===== src/design/lsu_pkg.sv =====
package lsu_pkg;

  // Data and address width
  localparam int xlen = 32;

  // Register index width
  localparam int reg_w = 5;

  // Default RAM depth as a word address width, 1024 words
  localparam int ram_addr_w = 10;

  ////////////////////
  // Operation kinds
  ////////////////////

  typedef enum logic [1:0] {
    op_alu   = 2'b00,
    op_load  = 2'b01,
    op_store = 2'b10
  } op_t;

  // Width codes on the issue port, funct3 style
  localparam logic [2:0] f3_b  = 3'b000;
  localparam logic [2:0] f3_h  = 3'b001;
  localparam logic [2:0] f3_w  = 3'b010;
  localparam logic [2:0] f3_bu = 3'b100;
  localparam logic [2:0] f3_hu = 3'b101;

  ////////////////////
  // Load and store control
  ////////////////////

  // One-hot load kind, bit 0 is lb up to bit 4 for lhu
  typedef enum logic [4:0] {
    ld_none = 5'b00000,
    ld_lb   = 5'b00001,
    ld_lh   = 5'b00010,
    ld_lw   = 5'b00100,
    ld_lbu  = 5'b01000,
    ld_lhu  = 5'b10000
  } load_ctrl_t;

  // Store width, zero when not a store
  typedef enum logic [2:0] {
    st_none = 3'b000,
    st_sb   = 3'b001,
    st_sh   = 3'b010,
    st_sw   = 3'b100
  } store_ctrl_t;

  // Writeback result source
  typedef enum logic {
    wb_alu = 1'b0,
    wb_mem = 1'b1
  } wb_sel_t;

endpackage

===== src/design/stage_if.sv =====
`timescale 1ns/1ps

// One pipeline register bundle between two stages
interface stage_if;

  // Payload
  logic [lsu_pkg::xlen-1:0]  alures;
  logic [lsu_pkg::reg_w-1:0] rd;
  logic [lsu_pkg::reg_w-1:0] rs2;
  logic [lsu_pkg::xlen-1:0]  rs2_data;

  // Control strobes
  logic                      regwrite;
  logic                      memread;
  logic                      memwrite;
  lsu_pkg::load_ctrl_t       load_ctrl;
  lsu_pkg::store_ctrl_t      store_ctrl;

  // Stage that owns the register
  modport send (
    output alures,
    output rd,
    output rs2,
    output rs2_data,
    output regwrite,
    output memread,
    output memwrite,
    output load_ctrl,
    output store_ctrl
  );

  // Stage that consumes it
  modport receive (
    input alures,
    input rd,
    input rs2,
    input rs2_data,
    input regwrite,
    input memread,
    input memwrite,
    input load_ctrl,
    input store_ctrl
  );

endinterface


===== src/design/wb_stage.sv =====
`timescale 1ns/1ps

module wb_stage (
  input  logic                      clk,
  input  logic                      reset,
  input  logic                      hold,
  stage_if.receive                  mem_wb,
  input  logic [lsu_pkg::xlen-1:0]  load_data,
  output logic [lsu_pkg::xlen-1:0]  wb_res,
  output logic                      wb_regwrite,
  output logic [lsu_pkg::reg_w-1:0] wb_rd,
  output logic                      rf_we,
  output logic [lsu_pkg::reg_w-1:0] rf_addr,
  output logic [lsu_pkg::xlen-1:0]  rf_data
);

  lsu_pkg::wb_sel_t res_sel;

  ////////////////////
  // Result select
  ////////////////////

  // Loads take the extended RAM word
  assign res_sel = mem_wb.memread ? lsu_pkg::wb_mem : lsu_pkg::wb_alu;
  assign wb_res  = (res_sel == lsu_pkg::wb_mem) ? load_data : mem_wb.alures;

  // Also back to the memory stage for store forwarding
  assign wb_regwrite = mem_wb.regwrite;
  assign wb_rd       = mem_wb.rd;

  ////////////////////
  // Register file write port
  ////////////////////

  // Frozen MEM/WB must not retire twice, so no write while held
  always_ff @(posedge clk) begin
    if (reset) begin
      rf_we <= 1'b0;
    end else if (hold) begin
      rf_we <= 1'b0;
    end else begin
      rf_we <= wb_regwrite && (wb_rd != '0);
    end
  end

  // Address and data
  always_ff @(posedge clk) begin
    if (!hold) begin
      rf_addr <= wb_rd;
      rf_data <= wb_res;
    end
  end

endmodule


===== src/flat_wrapper.sv =====
// flat-port wrapper written by rule: the top's interface ports become plain ports
module wb_stage_flat 
  (clk, reset, hold, load_data, wb_res, wb_regwrite, wb_rd, rf_we, rf_addr, rf_data, mem_wb_alures, mem_wb_rd, mem_wb_rs2, mem_wb_rs2_data, mem_wb_regwrite, mem_wb_memread, mem_wb_memwrite, mem_wb_load_ctrl, mem_wb_store_ctrl);
  stage_if mem_wb_i ();
  input  logic clk;
  input  logic reset;
  input  logic hold;
  input  logic [lsu_pkg::xlen-1:0] load_data;
  output logic [lsu_pkg::xlen-1:0] wb_res;
  output logic wb_regwrite;
  output logic [lsu_pkg::reg_w-1:0] wb_rd;
  output logic rf_we;
  output logic [lsu_pkg::reg_w-1:0] rf_addr;
  output logic [lsu_pkg::xlen-1:0] rf_data;
  input wire logic [$bits(mem_wb_i.alures)-1:0] mem_wb_alures;
  input wire logic [$bits(mem_wb_i.rd)-1:0] mem_wb_rd;
  input wire logic [$bits(mem_wb_i.rs2)-1:0] mem_wb_rs2;
  input wire logic [$bits(mem_wb_i.rs2_data)-1:0] mem_wb_rs2_data;
  input wire logic [$bits(mem_wb_i.regwrite)-1:0] mem_wb_regwrite;
  input wire logic [$bits(mem_wb_i.memread)-1:0] mem_wb_memread;
  input wire logic [$bits(mem_wb_i.memwrite)-1:0] mem_wb_memwrite;
  input wire logic [$bits(mem_wb_i.load_ctrl)-1:0] mem_wb_load_ctrl;
  input wire logic [$bits(mem_wb_i.store_ctrl)-1:0] mem_wb_store_ctrl;
  assign mem_wb_i.alures = mem_wb_alures;
  assign mem_wb_i.rd = mem_wb_rd;
  assign mem_wb_i.rs2 = mem_wb_rs2;
  assign mem_wb_i.rs2_data = mem_wb_rs2_data;
  assign mem_wb_i.regwrite = mem_wb_regwrite;
  assign mem_wb_i.memread = mem_wb_memread;
  assign mem_wb_i.memwrite = mem_wb_memwrite;
  assign mem_wb_i.load_ctrl = mem_wb_load_ctrl;
  assign mem_wb_i.store_ctrl = mem_wb_store_ctrl;
  wb_stage u_core (.clk(clk), .reset(reset), .hold(hold), .mem_wb(mem_wb_i), .load_data(load_data), .wb_res(wb_res), .wb_regwrite(wb_regwrite), .wb_rd(wb_rd), .rf_we(rf_we), .rf_addr(rf_addr), .rf_data(rf_data));
endmodule

===== config.mk =====
export PLATFORM = sky130hd
export DESIGN_NAME = wb_stage_flat
export DESIGN_NICKNAME = d
export VERILOG_FILES = /design/src/design/lsu_pkg.sv /design/src/design/stage_if.sv /design/src/design/wb_stage.sv /design/src/flat_wrapper.sv
export SDC_FILE = /design/constraint.sdc
export NUM_CORES = 1
export LEC_CHECK = 0
export ABC_AREA = 1
export BUFFER_PORTS_ARGS = -buffer_cell sky130_fd_sc_hd__clkbuf_2
export CAP_MARGIN = 20
export CORE_MARGIN = 2
export CORE_UTILIZATION = 31
export DETAILED_ROUTE_END_ITERATION = 8
export GPL_TIMING_DRIVEN = 0
export PLACE_DENSITY = 0.76
export SYNTH_ARGS = -nofsm -noshare
export SYNTH_HDL_FRONTEND = slang
export SYNTH_SLANG_ARGS = --single-unit
export TNS_END_PERCENT = 10

===== constraint.sdc =====
create_clock -name clk -period 1.2 [get_ports clk]
set_input_delay 0.06 -clock clk [delete_from_list [all_inputs] [get_ports clk]]
set_output_delay 0.06 -clock clk [all_outputs]
set_load 0.02 [all_outputs]

==> flow_metrics.py <==
metrics = {
    "flow_run": {
        "max-cap-violations": 0,
    },
    "critical_path": {
        "startpoint_type": "primary input",
        "crit_type": "primary input to primary output",
        "arrival_ns": 1.00,
        "cp.required_ns": 1.14,
        "crit_path_max_incr_delay_ns": 0.54,
        "critical_path.startpoint": "mem_wb_rd[2]",
        "worst_path_max_delay_cell": "dlygate4sd3_1",
        "path_max_fanout": 3,
        "crit_top_cell": "clkbuf_2",
        "path_cells": "dlygate4sd3_1 > clkbuf_2 > buf_4 > clkbuf_2",
        "end_kind": "primary output",
    },
    "cts": {
        "cts_hold_buf": 5,
        "cts-root-buf": "clkbuf_8",
        "cts_tree": "done",
        "cts_resized": 0,
        "cts_setup_buffers": 0,
        "cts.path.max_buffers": 2,
        "cts_sinks": 38,
        "htree_levels": 2,
        "clk_pin_slew_ns": 0.07,
        "cts-buffers-inserted": 5,
    },
    "pwr": {
        "p_sw_mw": 1.006,
        "pwr-share-clk_pct": 34.3,
        "vdd_ir_drop_max_mv": 0.5745,
        "powerDensity_nw_per_um2": 1330,
        "comb_power_share_pct": 23.3,
        "power.share.sequential_pct": 42.4,
        "p_int_mw": 2.819,
        "netSwitchingFraction_pct": 26.31,
        "power_mw": 3.825,
        "p_leak_nw": 1.521,
    },
    "sta": {
        "final-setup-viol-count": 0,
        "min_period_over_period_pct": 88.47,
        "fmax_mhz": 941.9,
        "whs_ns": 0.01734,
        "finalHoldViolCount": 0,
        "worst_pin_slew_ns": 0.7238,
        "rsz0062_at_grt": "false",
        "max_slew_margin_pct": 51.69,
        "report.final.slew_viol_count": 0,
        "period_needed_ns": 1.062,
    },
    "finish": {
        "num-nets-final": 436,
        "post-route-util_pct": 51.27,
        "area_delta_synth_final_pct": 57.61,
        "drive_above_1_share_pct": 63.41,
        "insertedDiodeCount": 0,
    },
    "routing": {
        "detail_route.iter0.violations": 45,
        "wirelength_mm": 4.598,
        "dr.pass1.iters": 3,
        "viasPerCell": 4.208,
        "wire_per_inst_um": 11.82,
        "vias": 1637,
        "drcViolationCount": 0,
        "antenna_left": 0,
    },
    "floorplanning": {
        "ios": 196,
        "die_x_um": 80.71,
        "core_area_um2": 5608,
        "std_cell_rows": 27,
        "die_height_um": 80.71,
        "die-area_um2": 6514,
        "start_util_pct": 32.53,
    },
    "yosys": {
        "synth-compound-area-share_pct": 14.75,
        "yosysWarningCount": 0,
        "synthSimpleGateAreaFrac_pct": 8.162,
        "avgSynthCellArea_um2": 11.77,
        "synth_xor_area_share_pct": 0,
        "synth.ff_latch_count": 38,
        "synth_top_family_by_area": "buffers and inverters",
        "yosysTopAreaCell": "edfxtp_1",
        "syn_inst": 155,
        "synth_top_cell_area_share_pct": 60.91,
        "synthTopCellsByArea": "edfxtp_1 (61%), o21ai_2 (14%), inv_1 (7.2%)",
        "ys.flop_type": "edfxtp_1",
        "synth_area_um2": 1824,
        "async_reset_ff_share_pct": 0,
        "ys_types": 14,
        "synth_edf_count": 37,
        "synthMuxAreaShare_pct": 0,
        "yosys.area_share.adder_pct": 0,
        "synth_seq_area_share_pct": 62.00,
        "syn_nets": 275,
        "synth_most_common_cell": "edfxtp_1",
        "synthTopCellsByCount": "edfxtp_1 (37), inv_1 (35), nand2_1 (31)",
    },
    "global_route": {
        "overflow": 0,
        "antenna_found_initial": 0,
        "grt_max_degree": 23,
        "grt_pass1_vias": 1616,
        "track_usage_pct": 14.41,
        "grt_pass1_wl_mm": 7.058,
    },
    "min_path": {
        "holdCritPathClass": "primary input to flip-flop",
        "hp-start": "reset",
    },
    "placement": {
        "dp_hpwl_mm": 3.752,
        "routabilityCongestion": 0.7075,
        "portBuffers": 148,
    },
    "run_status": {
        "outcome": "completed",
    },
}
## worst max-delay path: cells and delay by family
| family | cells | cell delay, ns |
|---|---|---|
| buffers and inverters | 4 | 0.94 |
## worst paths after layout
kind                  slack (ns)  depth (start not counted)                       to
worst min-delay path        0.02                          4  u_core.rf_we$_SDFF_PP0_
worst max-delay path        0.14                          4                 wb_rd[2]
## placed cells by master, fill, tap and decap left out, types with 3 or more instances in the layout
master,n
buf_4,6
buf_6,3
buf_8,3
clkbuf_2,148
clkbuf_8,6
dlygate4sd3_1,5
edfxtp_1,37
inv_1,35
nand2_1,31
o21ai_0,3
o21ai_2,29
## kinds of logic after synthesis
family,count (synthesis)
buf+inv,48
compound gates,32
flops,38
simple gates,37
## sequential cells by signal, indices dropped and copies added, names as in the netlist
name / cells
u_core.rf_addr: 5
u_core.rf_data: 32
u_core.rf_we: 1
## metal layers
layer	vias to the layer above	global-route usage, %	wire length [um]
li1	826	-	-
met1	733	14.02	1562
met2	76	28.58	2637
met3	2	3.933	365
met4	0	5.254	32
met5	-	0	0
## power by group through the flow
| stage | sequential [mW] | combinational, mW | clock (mW) |
|---|---|---|---|
| after floorplan | 1.81 | 0.362 | 0 |
| after global placement | 1.65 | 0.865 | 0 |
| after detailed placement | 1.65 | 0.892 | 0 |
| after CTS | 1.62 | 0.907 | 1.36 |
| after global routing | 1.63 | 0.965 | 1.44 |
| final | 1.62 | 0.890 | 1.31 |
## final cells by class
class / count / area [um^2]
buffer: 13 / 143.9
tap: 72 / 90.09
inverter: 35 / 131.4
multi-input combinational: 69 / 417.9
sequential: 38 / 1131
clock inverter: 2 / 60.06
fill: 549 / 2733
clock buffer: 6 / 82.58
timing repair buffer: 154 / 818.3
## stage by stage
stage	area, um^2	setup WS [ns]	TNS, ns	cells
final	2875	0.1383	0	389
after global routing	2875	0.1018	0	389
after CTS	2875	0.1529	0	389
after detailed placement	2683	-0.08895	-1.929	376
after global placement	2655	-0.3753	-13.81	375
after floorplan	1824	0.02471	0	155
No activity file was read; power rests on OpenSTA's default activity.
