===== config.mk =====
export PLATFORM = sky130hd
export DESIGN_NAME = agen_stage_flat
export DESIGN_NICKNAME = d
export VERILOG_FILES = /design/src/design/lsu_pkg.sv /design/src/design/stage_if.sv /design/src/design/agen_stage.sv /design/src/flat_wrapper.sv
export SDC_FILE = /design/constraint.sdc
export NUM_CORES = 1
export LEC_CHECK = 0
export ABC_AREA = 0
export BUFFER_PORTS_ARGS = -buffer_cell sky130_fd_sc_hd__buf_4
export CORE_MARGIN = 5
export CORE_UTILIZATION = 48
export CTS_CLUSTER_SIZE = 10
export DETAILED_ROUTE_END_ITERATION = 8
export PLACE_DENSITY_LB_ADDON = 0.25
export SKIP_CTS_REPAIR_TIMING = 1
export SYNTH_ARGS = -nofsm -noshare
export SYNTH_HDL_FRONTEND = slang
export SYNTH_SLANG_ARGS = --single-unit

===== constraint.sdc =====
create_clock -name clk -period 2.62 [get_ports clk]
set_input_delay 0.131 -clock clk [delete_from_list [all_inputs] [get_ports clk]]
set_output_delay 0.131 -clock clk [all_outputs]
set_load 0.01 [all_outputs]

===== src/design/lsu_pkg.sv =====
package lsu_pkg;

  // Data and address width
  localparam int xlen = 32;

  // Register index width
  localparam int reg_w = 5;

  // Default RAM depth as a word address width, 1024 words
  localparam int ram_addr_w = 10;

  ////////////////////
  // Operation kinds
  ////////////////////

  typedef enum logic [1:0] {
    op_alu   = 2'b00,
    op_load  = 2'b01,
    op_store = 2'b10
  } op_t;

  // Width codes on the issue port, funct3 style
  localparam logic [2:0] f3_b  = 3'b000;
  localparam logic [2:0] f3_h  = 3'b001;
  localparam logic [2:0] f3_w  = 3'b010;
  localparam logic [2:0] f3_bu = 3'b100;
  localparam logic [2:0] f3_hu = 3'b101;

  ////////////////////
  // Load and store control
  ////////////////////

  // One-hot load kind, bit 0 is lb up to bit 4 for lhu
  typedef enum logic [4:0] {
    ld_none = 5'b00000,
    ld_lb   = 5'b00001,
    ld_lh   = 5'b00010,
    ld_lw   = 5'b00100,
    ld_lbu  = 5'b01000,
    ld_lhu  = 5'b10000
  } load_ctrl_t;

  // Store width, zero when not a store
  typedef enum logic [2:0] {
    st_none = 3'b000,
    st_sb   = 3'b001,
    st_sh   = 3'b010,
    st_sw   = 3'b100
  } store_ctrl_t;

  // Writeback result source
  typedef enum logic {
    wb_alu = 1'b0,
    wb_mem = 1'b1
  } wb_sel_t;

endpackage

===== src/design/stage_if.sv =====
`timescale 1ns/1ps

// One pipeline register bundle between two stages
interface stage_if;

  // Payload
  logic [lsu_pkg::xlen-1:0]  alures;
  logic [lsu_pkg::reg_w-1:0] rd;
  logic [lsu_pkg::reg_w-1:0] rs2;
  logic [lsu_pkg::xlen-1:0]  rs2_data;

  // Control strobes
  logic                      regwrite;
  logic                      memread;
  logic                      memwrite;
  lsu_pkg::load_ctrl_t       load_ctrl;
  lsu_pkg::store_ctrl_t      store_ctrl;

  // Stage that owns the register
  modport send (
    output alures,
    output rd,
    output rs2,
    output rs2_data,
    output regwrite,
    output memread,
    output memwrite,
    output load_ctrl,
    output store_ctrl
  );

  // Stage that consumes it
  modport receive (
    input alures,
    input rd,
    input rs2,
    input rs2_data,
    input regwrite,
    input memread,
    input memwrite,
    input load_ctrl,
    input store_ctrl
  );

endinterface


===== src/design/agen_stage.sv =====
`timescale 1ns/1ps

module agen_stage (
  input  logic                      clk,
  input  logic                      reset,
  input  logic                      hold,
  input  logic                      issue_valid,
  input  lsu_pkg::op_t              op,
  input  logic [lsu_pkg::xlen-1:0]  rs1_data,
  input  logic [lsu_pkg::xlen-1:0]  imm,
  input  logic [lsu_pkg::reg_w-1:0] rd,
  input  logic [lsu_pkg::reg_w-1:0] rs2,
  input  logic [lsu_pkg::xlen-1:0]  rs2_data,
  input  logic [2:0]                width,
  stage_if.send                     ex_mem
);

  logic [lsu_pkg::xlen-1:0] eff_addr;
  logic                     dec_regwrite;
  logic                     dec_memread;
  logic                     dec_memwrite;
  lsu_pkg::load_ctrl_t      dec_load;
  lsu_pkg::store_ctrl_t     dec_store;

  // Effective address, doubles as the ALU result
  assign eff_addr = rs1_data + imm;

  ////////////////////
  // Decode
  ////////////////////

  always_comb begin
    // Bubble unless a valid issue says otherwise
    dec_regwrite = 1'b0;
    dec_memread  = 1'b0;
    dec_memwrite = 1'b0;
    dec_load     = lsu_pkg::ld_none;
    dec_store    = lsu_pkg::st_none;
    if (issue_valid) begin
      case (op)
        lsu_pkg::op_alu: begin
          dec_regwrite = 1'b1;
        end
        lsu_pkg::op_load: begin
          dec_regwrite = 1'b1;
          dec_memread  = 1'b1;
          case (width)
            lsu_pkg::f3_b:  dec_load = lsu_pkg::ld_lb;
            lsu_pkg::f3_h:  dec_load = lsu_pkg::ld_lh;
            lsu_pkg::f3_w:  dec_load = lsu_pkg::ld_lw;
            lsu_pkg::f3_bu: dec_load = lsu_pkg::ld_lbu;
            lsu_pkg::f3_hu: dec_load = lsu_pkg::ld_lhu;
            default:        dec_load = lsu_pkg::ld_none;
          endcase
        end
        lsu_pkg::op_store: begin
          dec_memwrite = 1'b1;
          case (width)
            lsu_pkg::f3_b: dec_store = lsu_pkg::st_sb;
            lsu_pkg::f3_h: dec_store = lsu_pkg::st_sh;
            lsu_pkg::f3_w: dec_store = lsu_pkg::st_sw;
            default:       dec_store = lsu_pkg::st_none;
          endcase
        end
        // Spare op code stays a bubble
        default: dec_regwrite = 1'b0;
      endcase
    end
  end

  ////////////////////
  // EX/MEM register
  ////////////////////

  always_ff @(posedge clk) begin
    if (reset) begin
      ex_mem.regwrite   <= 1'b0;
      ex_mem.memread    <= 1'b0;
      ex_mem.memwrite   <= 1'b0;
      ex_mem.load_ctrl  <= lsu_pkg::ld_none;
      ex_mem.store_ctrl <= lsu_pkg::st_none;
    end else if (!hold) begin
      ex_mem.regwrite   <= dec_regwrite;
      ex_mem.memread    <= dec_memread;
      ex_mem.memwrite   <= dec_memwrite;
      ex_mem.load_ctrl  <= dec_load;
      ex_mem.store_ctrl <= dec_store;
    end
  end

  // Payload only
  always_ff @(posedge clk) begin
    if (!hold) begin
      ex_mem.alures   <= eff_addr;
      ex_mem.rd       <= rd;
      ex_mem.rs2      <= rs2;
      ex_mem.rs2_data <= rs2_data;
    end
  end

  // A load in EX/MEM always carries a load kind for the extender downstream
  a_load_kind: assert property (@(posedge clk) disable iff (reset)
    ex_mem.memread |-> (ex_mem.load_ctrl != lsu_pkg::ld_none));

endmodule


===== src/flat_wrapper.sv =====
// flat-port wrapper written by rule: the top's interface ports become plain ports
module agen_stage_flat 
  (clk, reset, hold, issue_valid, op, rs1_data, imm, rd, rs2, rs2_data, width, ex_mem_alures, ex_mem_rd, ex_mem_rs2, ex_mem_rs2_data, ex_mem_regwrite, ex_mem_memread, ex_mem_memwrite, ex_mem_load_ctrl, ex_mem_store_ctrl);
  stage_if ex_mem_i ();
  input  logic clk;
  input  logic reset;
  input  logic hold;
  input  logic issue_valid;
  input  lsu_pkg::op_t op;
  input  logic [lsu_pkg::xlen-1:0] rs1_data;
  input  logic [lsu_pkg::xlen-1:0] imm;
  input  logic [lsu_pkg::reg_w-1:0] rd;
  input  logic [lsu_pkg::reg_w-1:0] rs2;
  input  logic [lsu_pkg::xlen-1:0] rs2_data;
  input  logic [2:0] width;
  output wire logic [$bits(ex_mem_i.alures)-1:0] ex_mem_alures;
  output wire logic [$bits(ex_mem_i.rd)-1:0] ex_mem_rd;
  output wire logic [$bits(ex_mem_i.rs2)-1:0] ex_mem_rs2;
  output wire logic [$bits(ex_mem_i.rs2_data)-1:0] ex_mem_rs2_data;
  output wire logic [$bits(ex_mem_i.regwrite)-1:0] ex_mem_regwrite;
  output wire logic [$bits(ex_mem_i.memread)-1:0] ex_mem_memread;
  output wire logic [$bits(ex_mem_i.memwrite)-1:0] ex_mem_memwrite;
  output wire logic [$bits(ex_mem_i.load_ctrl)-1:0] ex_mem_load_ctrl;
  output wire logic [$bits(ex_mem_i.store_ctrl)-1:0] ex_mem_store_ctrl;
  assign ex_mem_alures = ex_mem_i.alures;
  assign ex_mem_rd = ex_mem_i.rd;
  assign ex_mem_rs2 = ex_mem_i.rs2;
  assign ex_mem_rs2_data = ex_mem_i.rs2_data;
  assign ex_mem_regwrite = ex_mem_i.regwrite;
  assign ex_mem_memread = ex_mem_i.memread;
  assign ex_mem_memwrite = ex_mem_i.memwrite;
  assign ex_mem_load_ctrl = ex_mem_i.load_ctrl;
  assign ex_mem_store_ctrl = ex_mem_i.store_ctrl;
  agen_stage u_core (.clk(clk), .reset(reset), .hold(hold), .issue_valid(issue_valid), .op(op), .rs1_data(rs1_data), .imm(imm), .rd(rd), .rs2(rs2), .rs2_data(rs2_data), .width(width), .ex_mem(ex_mem_i));
endmodule

==> impl_metrics.csv, run 1 <==
group,metric,value,unit
worst_setup_path,r2r_slack,1880,ps
finish,layout.cells.most_common_list,"202 x buf_4, 74 x edfxtp_1, 42 x dlygate4sd3_1, 39 x nand2_1, 37 x a21oi_1",
placed_design,gp_congestion,0.915,
finish,syn_to_final_growth,50.8,%
synth,yosys_register_bits,85,
synth,synth-edff-count,74,
pwr,powerDensity,540,nW/um^2
pwr,leakage,3.03,nW
clocking,root_buffer,"clkbuf_8",
placed_design,io_buffers,199,
worst_setup_path,cp.arrival,2270,ps
die,rows,35,
worst_setup_path,slowest_stage,"fa_1",
finish,final_core_util,73.4,%
die,die_w,106,um
worst_setup_path,worst-setup-path-type,"primary input to flop",
clocking,clk_pin_slew,110,ps
die,io_pins,200,
routing,vias,4046,
synth,synth_area_leaders,"edfxtp_1 50%, ha_1 8.7%, dfxtp_1 4.9%",
synth,ys.flop_type,"edfxtp_1",
clocking,htreeDepth,3,
synth,syn_inst,387,
global_routing,grt_overflow,0,
worst_setup_path,crit_fanout,3,
die,core-area,9150,sq um
global_routing,grt_pass1_wl,17900,um
finish,antenna_cells,0,
finish,post_route_cells_drive_above_1_share,35.5,%
clocking,cts_tree,"built",
timing,slew_headroom,49.8,%
worst_setup_path,cp.buffers_inverters,1,
global_routing,grt_pass1_vias,3730,
routing,ant_nets,0,
routing,drcViolationCount,0,
worst_setup_path,critPathLaunchType,"primary input",
finish,fin_area,6720,sq um
timing,fmax,460,MHz
routing,routed_via_density,5.39,
clocking,clk_latency,340,ps
finish,num-fill-cells,631,
synth,ys_warn_count,0,
timing,slew_viol_final,0,
synth,ys_types,51,
clocking,clk_path_buf_depth,2,
worst_setup_path,path_cells,"buf_4 -> ha_1 -> fa_1 -> a21o_1 -> a221oi_2 -> a21oi_2 -> o2111ai_1 -> nand2_1 -> a21boi_0 -> xnor2_1",
timing,hold_ws,29.8,ps
outcome,outcome,"complete, no violations",
worst_setup_path,max_stage_delay,410,ps
routing,dr.first_iter.drc_count,143,
synth,syn_avg_cell_area,11.5,sq um
synth,syn_area,4450,sq um
timing,rsz0062_at_grt,"no",
global_routing,grt_max_degree,41,
worst_setup_path,critPathRequiredTime,2720,ps
timing,skew,0,ps
finish,nets,782,
global_routing,antenna_found_initial,0,
timing,tightest_slew,743,ps
synth,async_flop_share,0,%
placed_design,place_area,6100,sq um
routing,wire_per_inst,17.9,um
synth,synth_top_area_share,49.9,%
worst_hold_path,hold_class,"primary input to flop",
timing,layout_min_cycle_time,2180,ps
die,die_h,106,um
clocking,cts_inserted_buffers,9,
finish,final_common_cell,"buf_4",
synth,synth_fp_nets,534,
routing,first_pass_iters,4,
worst_setup_path,critPathCaptureType,"flop",
worst_setup_path,cpLargestDelayFamily,"compound AO/OA/AOI/OAI gates",
placed_design,hpwl,9600,um
die,start_util,48.7,%
die,die_area,11300,sq um
pwr,ir_drop,0.361,mV
timing,finalHoldViolCount,0,
clocking,numClockSinks,85,
routing,drt-total-wl,13500,um
run,cap_violations,0,
synth,yosys.area.top_type,"edfxtp_1",
timing,fin_tns_setup,0,ps
global_routing,groute.usage.overall,19.9,%
timing,fin_crit_sh,83.0,%
synth,ys_seq_area_share,54.8,%
timing,finalSetupViolations,0,
## cells by family (layout without fill, tap and decap cells)
kind of cell	count (synthesis)	count (layout)	synth area share (%)
xor gates and xnor gates	26	26	5.11
muxes	4	4	0.899
buffers and inverters	21	274	1.80
AOI/OAI and AO/OA	107	107	16.3
DFF	85	85	54.8
adders and majority gates	32	32	9.16
and+or+nand+nor	112	112	11.9
## worst paths after layout
kind | from | endpoint | cells after the start
worst min register to register | u_core.ex_mem.memwrite | u_core.ex_mem.memwrite | 2
worst min-delay path | reset | u_core.ex_mem.load_ctrl[3] | 2
worst max-delay path | rs1_data[0] | u_core.ex_mem.alures[26] | 10
worst max register to register | u_core.ex_mem.store_ctrl[0] | u_core.ex_mem.store_ctrl[0] | 2
## worst register-to-register path: stages (launching register included)
cell	delay (ps)
dfxtp_1	340
a22oi_1	220
nor2_1	70
## power by group
| group | leakage, nW | internal, W | switching, W | total, W |
|---|---|---|---|---|
| sequential | 0.813 | 0.00164 | 0.0000503 | 0.00170 |
| combinational | 2.11 | 0.000516 | 0.000501 | 0.00102 |
| clock | 0.101 | 0.000376 | 0.000539 | 0.000916 |
| total | 3.03 | 0.00254 | 0.00109 | 0.00363 |
## flip-flops by register name, indices dropped and copies added (netlist names)
signal	cells
u_core.ex_mem.alures	32
u_core.ex_mem.rs2_data	32
u_core.ex_mem.load_ctrl	5
u_core.ex_mem.rd	5
u_core.ex_mem.rs2	5
u_core.ex_mem.store_ctrl	3
u_core.ex_mem.memread	1
u_core.ex_mem.memwrite	1
u_core.ex_mem.regwrite	1
## cell type report
type,instances,area (sq um),share of cell area [%]
flip-flops and latches,85,2440,36.4
clock inverters,7,73.8,1.10
clock buffers,9,124,1.84
multi-input cells,281,1930,28.7
inverters,13,48.8,0.727
repair buffers,245,1960,29.1
well taps,111,139,2.07
## Yosys cell counts, drive strengths merged (2+ instances only)
cell type and n:
dfxtp 11, edfxtp 74, a221oi 2, nand3 7, a22oi 4, clkbuf 7, nand4 3, mux2i 4
xnor2 16, a311oi 3, a21o 17, and2 3, nor3b 2, a31oi 4, nor3 5, nor4bb 2
a21oi 38, inv 13, a32oi 3, o311ai 2, o2111ai 2, o21a 3, ha 31, xor2 10
nand2 39, o31ai 4, and3 8, nor2 32, nor4 3, nor2b 4, o21ai 14, a211oi 5
## stage by stage
| stage | cells | power [W] | worst slack [ps] |
|---|---|---|---|
| after floorplan | 387 | 0.00221 | 348 |
| after global placement | 693 | 0.00265 | 124 |
| after detailed placement | 693 | 0.00267 | 61.6 |
| after CTS | 709 | 0.00358 | 438 |
| after global routing | 751 | 0.00381 | 258 |
| final | 751 | 0.00363 | 445 |
## routing by layer
layer	vias to the layer above	track usage [%]	wire, um
li1	1963	-	-
met1	1885	23.3	5240
met2	182	36.5	7070
met3	16	4.07	938
met4	0	5.74	221
met5	-	0	0
(Power assumes the default switching activity.)
==> run 2, diff against run 1 <==
Clock period 2.62 ns to 2.3 ns, I/O delays scaled along.
==> run 2 against run 1 <==
Against the previous run: cell count grew 2.9%; clock skew stayed put; combinational power is 20% higher; via count rose by 3.0%; clock power increased by 15%; clock-buffer cell count is the same; non-clock buffer count up 22; routed wire length is 4.4% higher; power rose by 16%; sequential share of layout area shrank 0.93 points; hold slack worse by 12 ps; critical path type unchanged; largest cell class unchanged.
==> impl_metrics.csv, run 2 (synthesis gave the netlist of run 1 again) <==
group,metric,value,unit
clocking,clk_path_buf_depth,2,
placed_design,place_ws,-275,ps
routing,first_pass_iters,5,
finish,num-fill-cells,620,
worst_setup_path,worstRegToRegCells,2,
die,io_pins,200,
pwr,clock_power_share,25.0,%
timing,worst_slack,82.4,ps
finish,post_route_cells_drive_above_1_share,37.6,%
placed_design,hpwl,10100,um
timing,hold_ws,17.5,ps
die,core-area,9150,sq um
die,die_area,11300,sq um
finish,nets,804,
pwr,leakage,3.13,nW
worst_setup_path,cp.arrival,2320,ps
worst_setup_path,critPathCaptureType,"flop",
placed_design,io_buffers,199,
worst_setup_path,r2r_slack,1560,ps
worst_setup_path,critPathLaunchType,"primary input",
clocking,htreeDepth,3,
global_routing,grt_pass1_vias,3887,
clocking,clk_pin_slew,100,ps
global_routing,grt_max_degree,50,
die,die_w,106,um
pwr,power_frac_seq,46.0,%
worst_setup_path,crit_path_end,"u_core.ex_mem.alures[20]",
global_routing,grt_pass1_wl,19200,um
worst_setup_path,timing.rr.end,"u_core.ex_mem.load_ctrl[0]",
worst_hold_path,hold_class,"primary input to flop",
finish,final_common_cell,"buf_4",
pwr,intPower,0.00293,W
worst_setup_path,worst-setup-path-type,"primary input to flop",
pwr,p_sw,0.00127,W
clocking,cts_tree,"built",
timing,finalHoldViolCount,0,
timing,skew,0,ps
worst_setup_path,crit_fanout,4,
finish,seqCellArea,2440,sq um
timing,slew_headroom,43.4,%
routing,dr.first_iter.drc_count,210,
pwr,ir_drop,0.331,mV
routing,wire_per_inst,18.2,um
clocking,numClockSinks,85,
finish,syn_to_final_growth,54.8,%
timing,layout_min_cycle_time,2220,ps
timing,finalSetupViolations,0,
routing,ant_nets,0,
pwr,p_total,0.00421,W
timing,fmax,451,MHz
worst_setup_path,critPathLaunch,"rs1_data[0]",
clocking,clk_latency,350,ps
finish,layout.cells.most_common_list,"224 x buf_4, 74 x edfxtp_1, 42 x dlygate4sd3_1, 39 x nand2_1, 37 x a21oi_1",
clocking,root_buffer,"clkbuf_8",
run,cap_violations,0,
timing,slew_viol_final,0,
placed_design,dp_cells,715,
routing,drcViolationCount,0,
worst_setup_path,reg2reg_from,"u_core.ex_mem.load_ctrl[0]",
global_routing,groute.usage.overall,21.4,%
global_routing,antenna_found_initial,0,
routing,drt-total-wl,14100,um
worst_setup_path,critPathRequiredTime,2400,ps
finish,antenna_cells,0,
placed_design,gp_congestion,0.915,
outcome,outcome,"complete, no violations",
routing,vias,4168,
timing,fin_crit_sh,96.4,%
die,die_h,106,um
routing,routed_via_density,5.39,
finish,final_cells,773,
die,start_util,48.7,%
pwr,comb_power_share,29.0,%
timing,tightest_slew,837,ps
finish,multi_input_area,1940,sq um
die,rows,35,
pwr,powerDensity,610,nW/um^2
pwr,switching_share,30.3,%
clocking,cts_inserted_buffers,9,
finish,top_regs,"u_core.ex_mem.alures: 32 flops, u_core.ex_mem.rs2_data: 32 flops",
global_routing,grt_overflow,0,
==> run 2: cell count changes in the layout (fill, tap and decap cells not counted), sizes merged <==
cell / delta
buf: +22
==> run 2: metal layers <==
layer	wire [um]	part of all wire [%]	up-vias	track usage (%)
met4	221	1.6	0	6.11
met3	1100	7.8	18	4.86
met5	0	0	-	0
li1	-	-	2015	-
met1	5170	37	1949	24.3
met2	7570	54	186	40.0
==> run 2: power groups by stage <==
stage	sequential, W	clock, W	combinational [W]
floorplan	0.00204	0	0.000477
global placement	0.00196	0	0.00112
detailed placement	0.00196	0	0.00114
CTS	0.00193	0.00107	0.00115
global route	0.00195	0.00115	0.00132
finish	0.00193	0.00105	0.00122
==> run 2: stage by stage <==
stage	setup TNS [ps]	cell area [sq um]	utilization, %
CTS	0	6460	70.6
detailed placement	-1690	6260	68.4
finish	0	6890	75.3
floorplan	0	4450	-
global placement	-1030	6260	68.4
global route	-13.1	6890	75.3
==> run 2: worst min path at each step <==
| stage | startpoint | endpoint | slack [ps] | depth (start not counted) |
|---|---|---|---|---|
| 2_1_floorplan | reset | u_core.ex_mem.store_ctrl[2] | 190 | 1 |
| 3_3_place_gp | rs2_data[3] | u_core.ex_mem.rs2_data[3] | 290 | 1 |
| 3_5_place_dp | rs2_data[8] | u_core.ex_mem.rs2_data[8] | 290 | 1 |
| 4_1_cts | rd[4] | u_core.ex_mem.rd[4] | -90 | 1 |
| 5_1_grt | reset | u_core.ex_mem.memread | 10 | 2 |
| 6_report | reset | u_core.ex_mem.load_ctrl[3] | 20 | 2 |
==> run 2: cell type report <==
| cell class | count | share of cell area [%] |
|---|---|---|
| clock buffers | 9 | 1.80 |
| multi-input cells | 281 | 28.2 |
| flip-flops and latches | 85 | 35.4 |
| repair buffers | 267 | 30.8 |
| well taps | 111 | 2.02 |
| clock inverters | 7 | 1.07 |
| inverters | 13 | 0.708 |
==> run 2: critical path, stage by stage <==
cell and delay, ps:
buf_4 110, ha_1 220, fa_1 450, a21o_1 250, a221oi_4 270, a21oi_2 130, o21ai_2 210, o21ai_2 120
a311oi_2 330, xnor2_1 100
==> run 3, diff against run 2 <==
Settings changed: CORE_UTILIZATION 48 to 43.
Clock period 2.3 ns to 1.8 ns, I/O delays scaled along.
==> run 3 against run 2 <==
Against the previous run: the flow now finishes with violations (setup timing); clock-buffer cell count is 1 higher; design area is 10% higher; clock power is 41% higher; via count is 5.3% higher; global-route usage is 1.1 points lower; combinational power is 47% higher; highest routed layer unchanged.
==> impl_metrics.csv, run 3 (synthesis gave the netlist of run 1 again) <==
group,metric,value,unit
timing,finalHoldViolCount,0,
routing,vias,4390,
worst_setup_path,crit_path_end,"u_core.ex_mem.alures[30]",
timing,tightest_slew,413,ps
worst_hold_path,hold_class,"primary input to flop",
finish,fin_area,7580,sq um
finish,layout.cells.most_common_list,"277 x buf_4, 74 x edfxtp_1, 43 x dlygate4sd3_1, 38 x nand2_1, 34 x a21oi_1",
worst_setup_path,critPathRequiredTime,1900,ps
clocking,clk_latency,340,ps
placed_design,place_area,6820,sq um
worst_setup_path,timing.rr.end,"u_core.ex_mem.load_ctrl[2]",
die,core-area,10200,sq um
clocking,clk_path_buf_depth,2,
timing,finalSetupViolations,7,
global_routing,grt_pass1_wl,20400,um
timing,worst_slack,-91.7,ps
timing,skew,0,ps
routing,drt-total-wl,14600,um
placed_design,gp_congestion,0.925,
timing,slew_headroom,72.1,%
die,start_util,43.5,%
routing,dr.first_iter.drc_count,273,
clocking,root_buffer,"clkbuf_8",
worst_setup_path,r2r_slack,1100,ps
global_routing,antenna_found_initial,1,
worst_setup_path,reg2reg_from,"u_core.ex_mem.load_ctrl[2]",
worst_setup_path,cp.arrival,1990,ps
worst_setup_path,max_stage_delay,350,ps
placed_design,io_buffers,199,
finish,syn_to_final_growth,70.2,%
die,io_pins,200,
worst_setup_path,worst-setup-path-type,"primary input to flop",
outcome,outcome,"finished with violations",
routing,dr_wl_met2,8040,um
worst_setup_path,critPathLaunchType,"primary input",
worst_setup_path,critPathLaunch,"imm[0]",
routing,dr.max_layer_used,"met4",
routing,ant_nets,0,
placed_design,hpwl,10700,um
clocking,cts_inserted_buffers,9,
timing,fin_tns_setup,-235,ps
run,cap_violations,0,
timing,layout_min_cycle_time,1890,ps
clocking,cts_tree,"built",
worst_setup_path,cpLargestDelayFamily,"compound AO/OA/AOI/OAI gates",
worst_setup_path,worstSetupPathDepth,10,
timing,slew_viol_final,0,
pwr,p_total,0.00574,W
routing,first_pass_iters,5,
finish,top_regs,"u_core.ex_mem.alures: 32 flops, u_core.ex_mem.rs2_data: 32 flops",
timing,fmax,529,MHz
pwr,ir_drop,0.420,mV
global_routing,groute.usage.overall,20.4,%
timing,rsz0062_at_grt,"yes",
worst_setup_path,crit_fanout,3,
finish,nets,861,
finish,final_common_cell,"buf_4",
pwr,leakage,3.44,nW
clocking,htreeDepth,3,
routing,wl_met3,951,um
worst_hold_path,hold_path_startpoint,"rs1_data[0]",
finish,post_route_cells_drive_above_1_share,45.8,%
global_routing,grt_overflow,0,
die,die_w,112,um
die,die_h,112,um
timing,fin_crit_sh,105,%
worst_setup_path,path_cells,"buf_6 -> ha_4 -> fa_2 -> a21o_1 -> a221oi_2 -> a21oi_2 -> o2111ai_2 -> nand2_2 -> a211oi_2 -> nand2_1",
routing,wire_per_inst,17.1,um
worst_setup_path,critPathCaptureType,"flop",
worst_setup_path,cp.buffers_inverters,1,
routing,drcViolationCount,0,
routing,routed_via_density,5.13,
die,die_area,12500,sq um
global_routing,grt_max_degree,35,
routing,wl_met1,5320,um
clocking,numClockSinks,85,
die,rows,37,
worst_setup_path,worstRegToRegCells,2,
pwr,powerDensity,757,nW/um^2
worst_setup_path,slowest_stage,"fa_2",
outcome,violations,"setup timing",
clocking,clk_pin_slew,80,ps
global_routing,grt_pass1_vias,4213,
[run 3: area by class of cell]
class | count | area (sq um)
flip-flops and latches | 85 | 2440
clock inverters | 5 | 86.3
multi-input cells | 281 | 2120
repair buffers | 324 | 2570
fillers | 691 | 2650
clock buffers | 10 | 128
inverters | 13 | 52.6
diodes | 1 | 2.50
well taps | 136 | 170
[run 3: power breakdown]
part	leakage, nW	switching [W]	internal (W)	total, W
Sequential	0.813	0.0000749	0.00239	0.00247
Clock	0.107	0.000693	0.000782	0.00148
Combinational	2.52	0.000828	0.000966	0.00179
Total	3.44	0.00160	0.00414	0.00574
[run 3: worst reg2reg max path, delay by kind of cell, from the launching register on]
| family | cells | cell delay (ps) |
|---|---|---|
| flops | 1 | 330 |
| compound gates | 1 | 200 |
| simple gates | 1 | 60 |
[run 3: layer usage]
metal,GRT usage (%),vias up
li1,-,2120
met1,22.8,2063
met5,0,-
met3,4.84,20
met2,37.3,187
met4,7.62,0
[run 3: worst min path at each step]
stage / endpoint / slack, ps / cells past startpoint
floorplan: u_core.ex_mem.store_ctrl[2] / 160 / 1
global placement: u_core.ex_mem.rs2_data[6] / 270 / 1
detailed placement: u_core.ex_mem.rs2_data[25] / 270 / 1
CTS: u_core.ex_mem.rs2_data[21] / -110 / 1
global route: u_core.ex_mem.alures[0] / 9 / 2
finish: u_core.ex_mem.alures[0] / 30 / 2
[run 3: per-stage QoR]
step / cells / hold slack (ps) / worst slack [ps] / utilization, %
final: 855 / 34.1 / -91.7 / 74.1
after global routing: 855 / 9.24 / -184 / 74.1
after CTS: 807 / -114 / -192 / 68.7
after detailed placement: 792 / 269 / -592 / 66.6
after global placement: 792 / 269 / -510 / 66.6
after floorplan: 387 / 162 / -310 / -
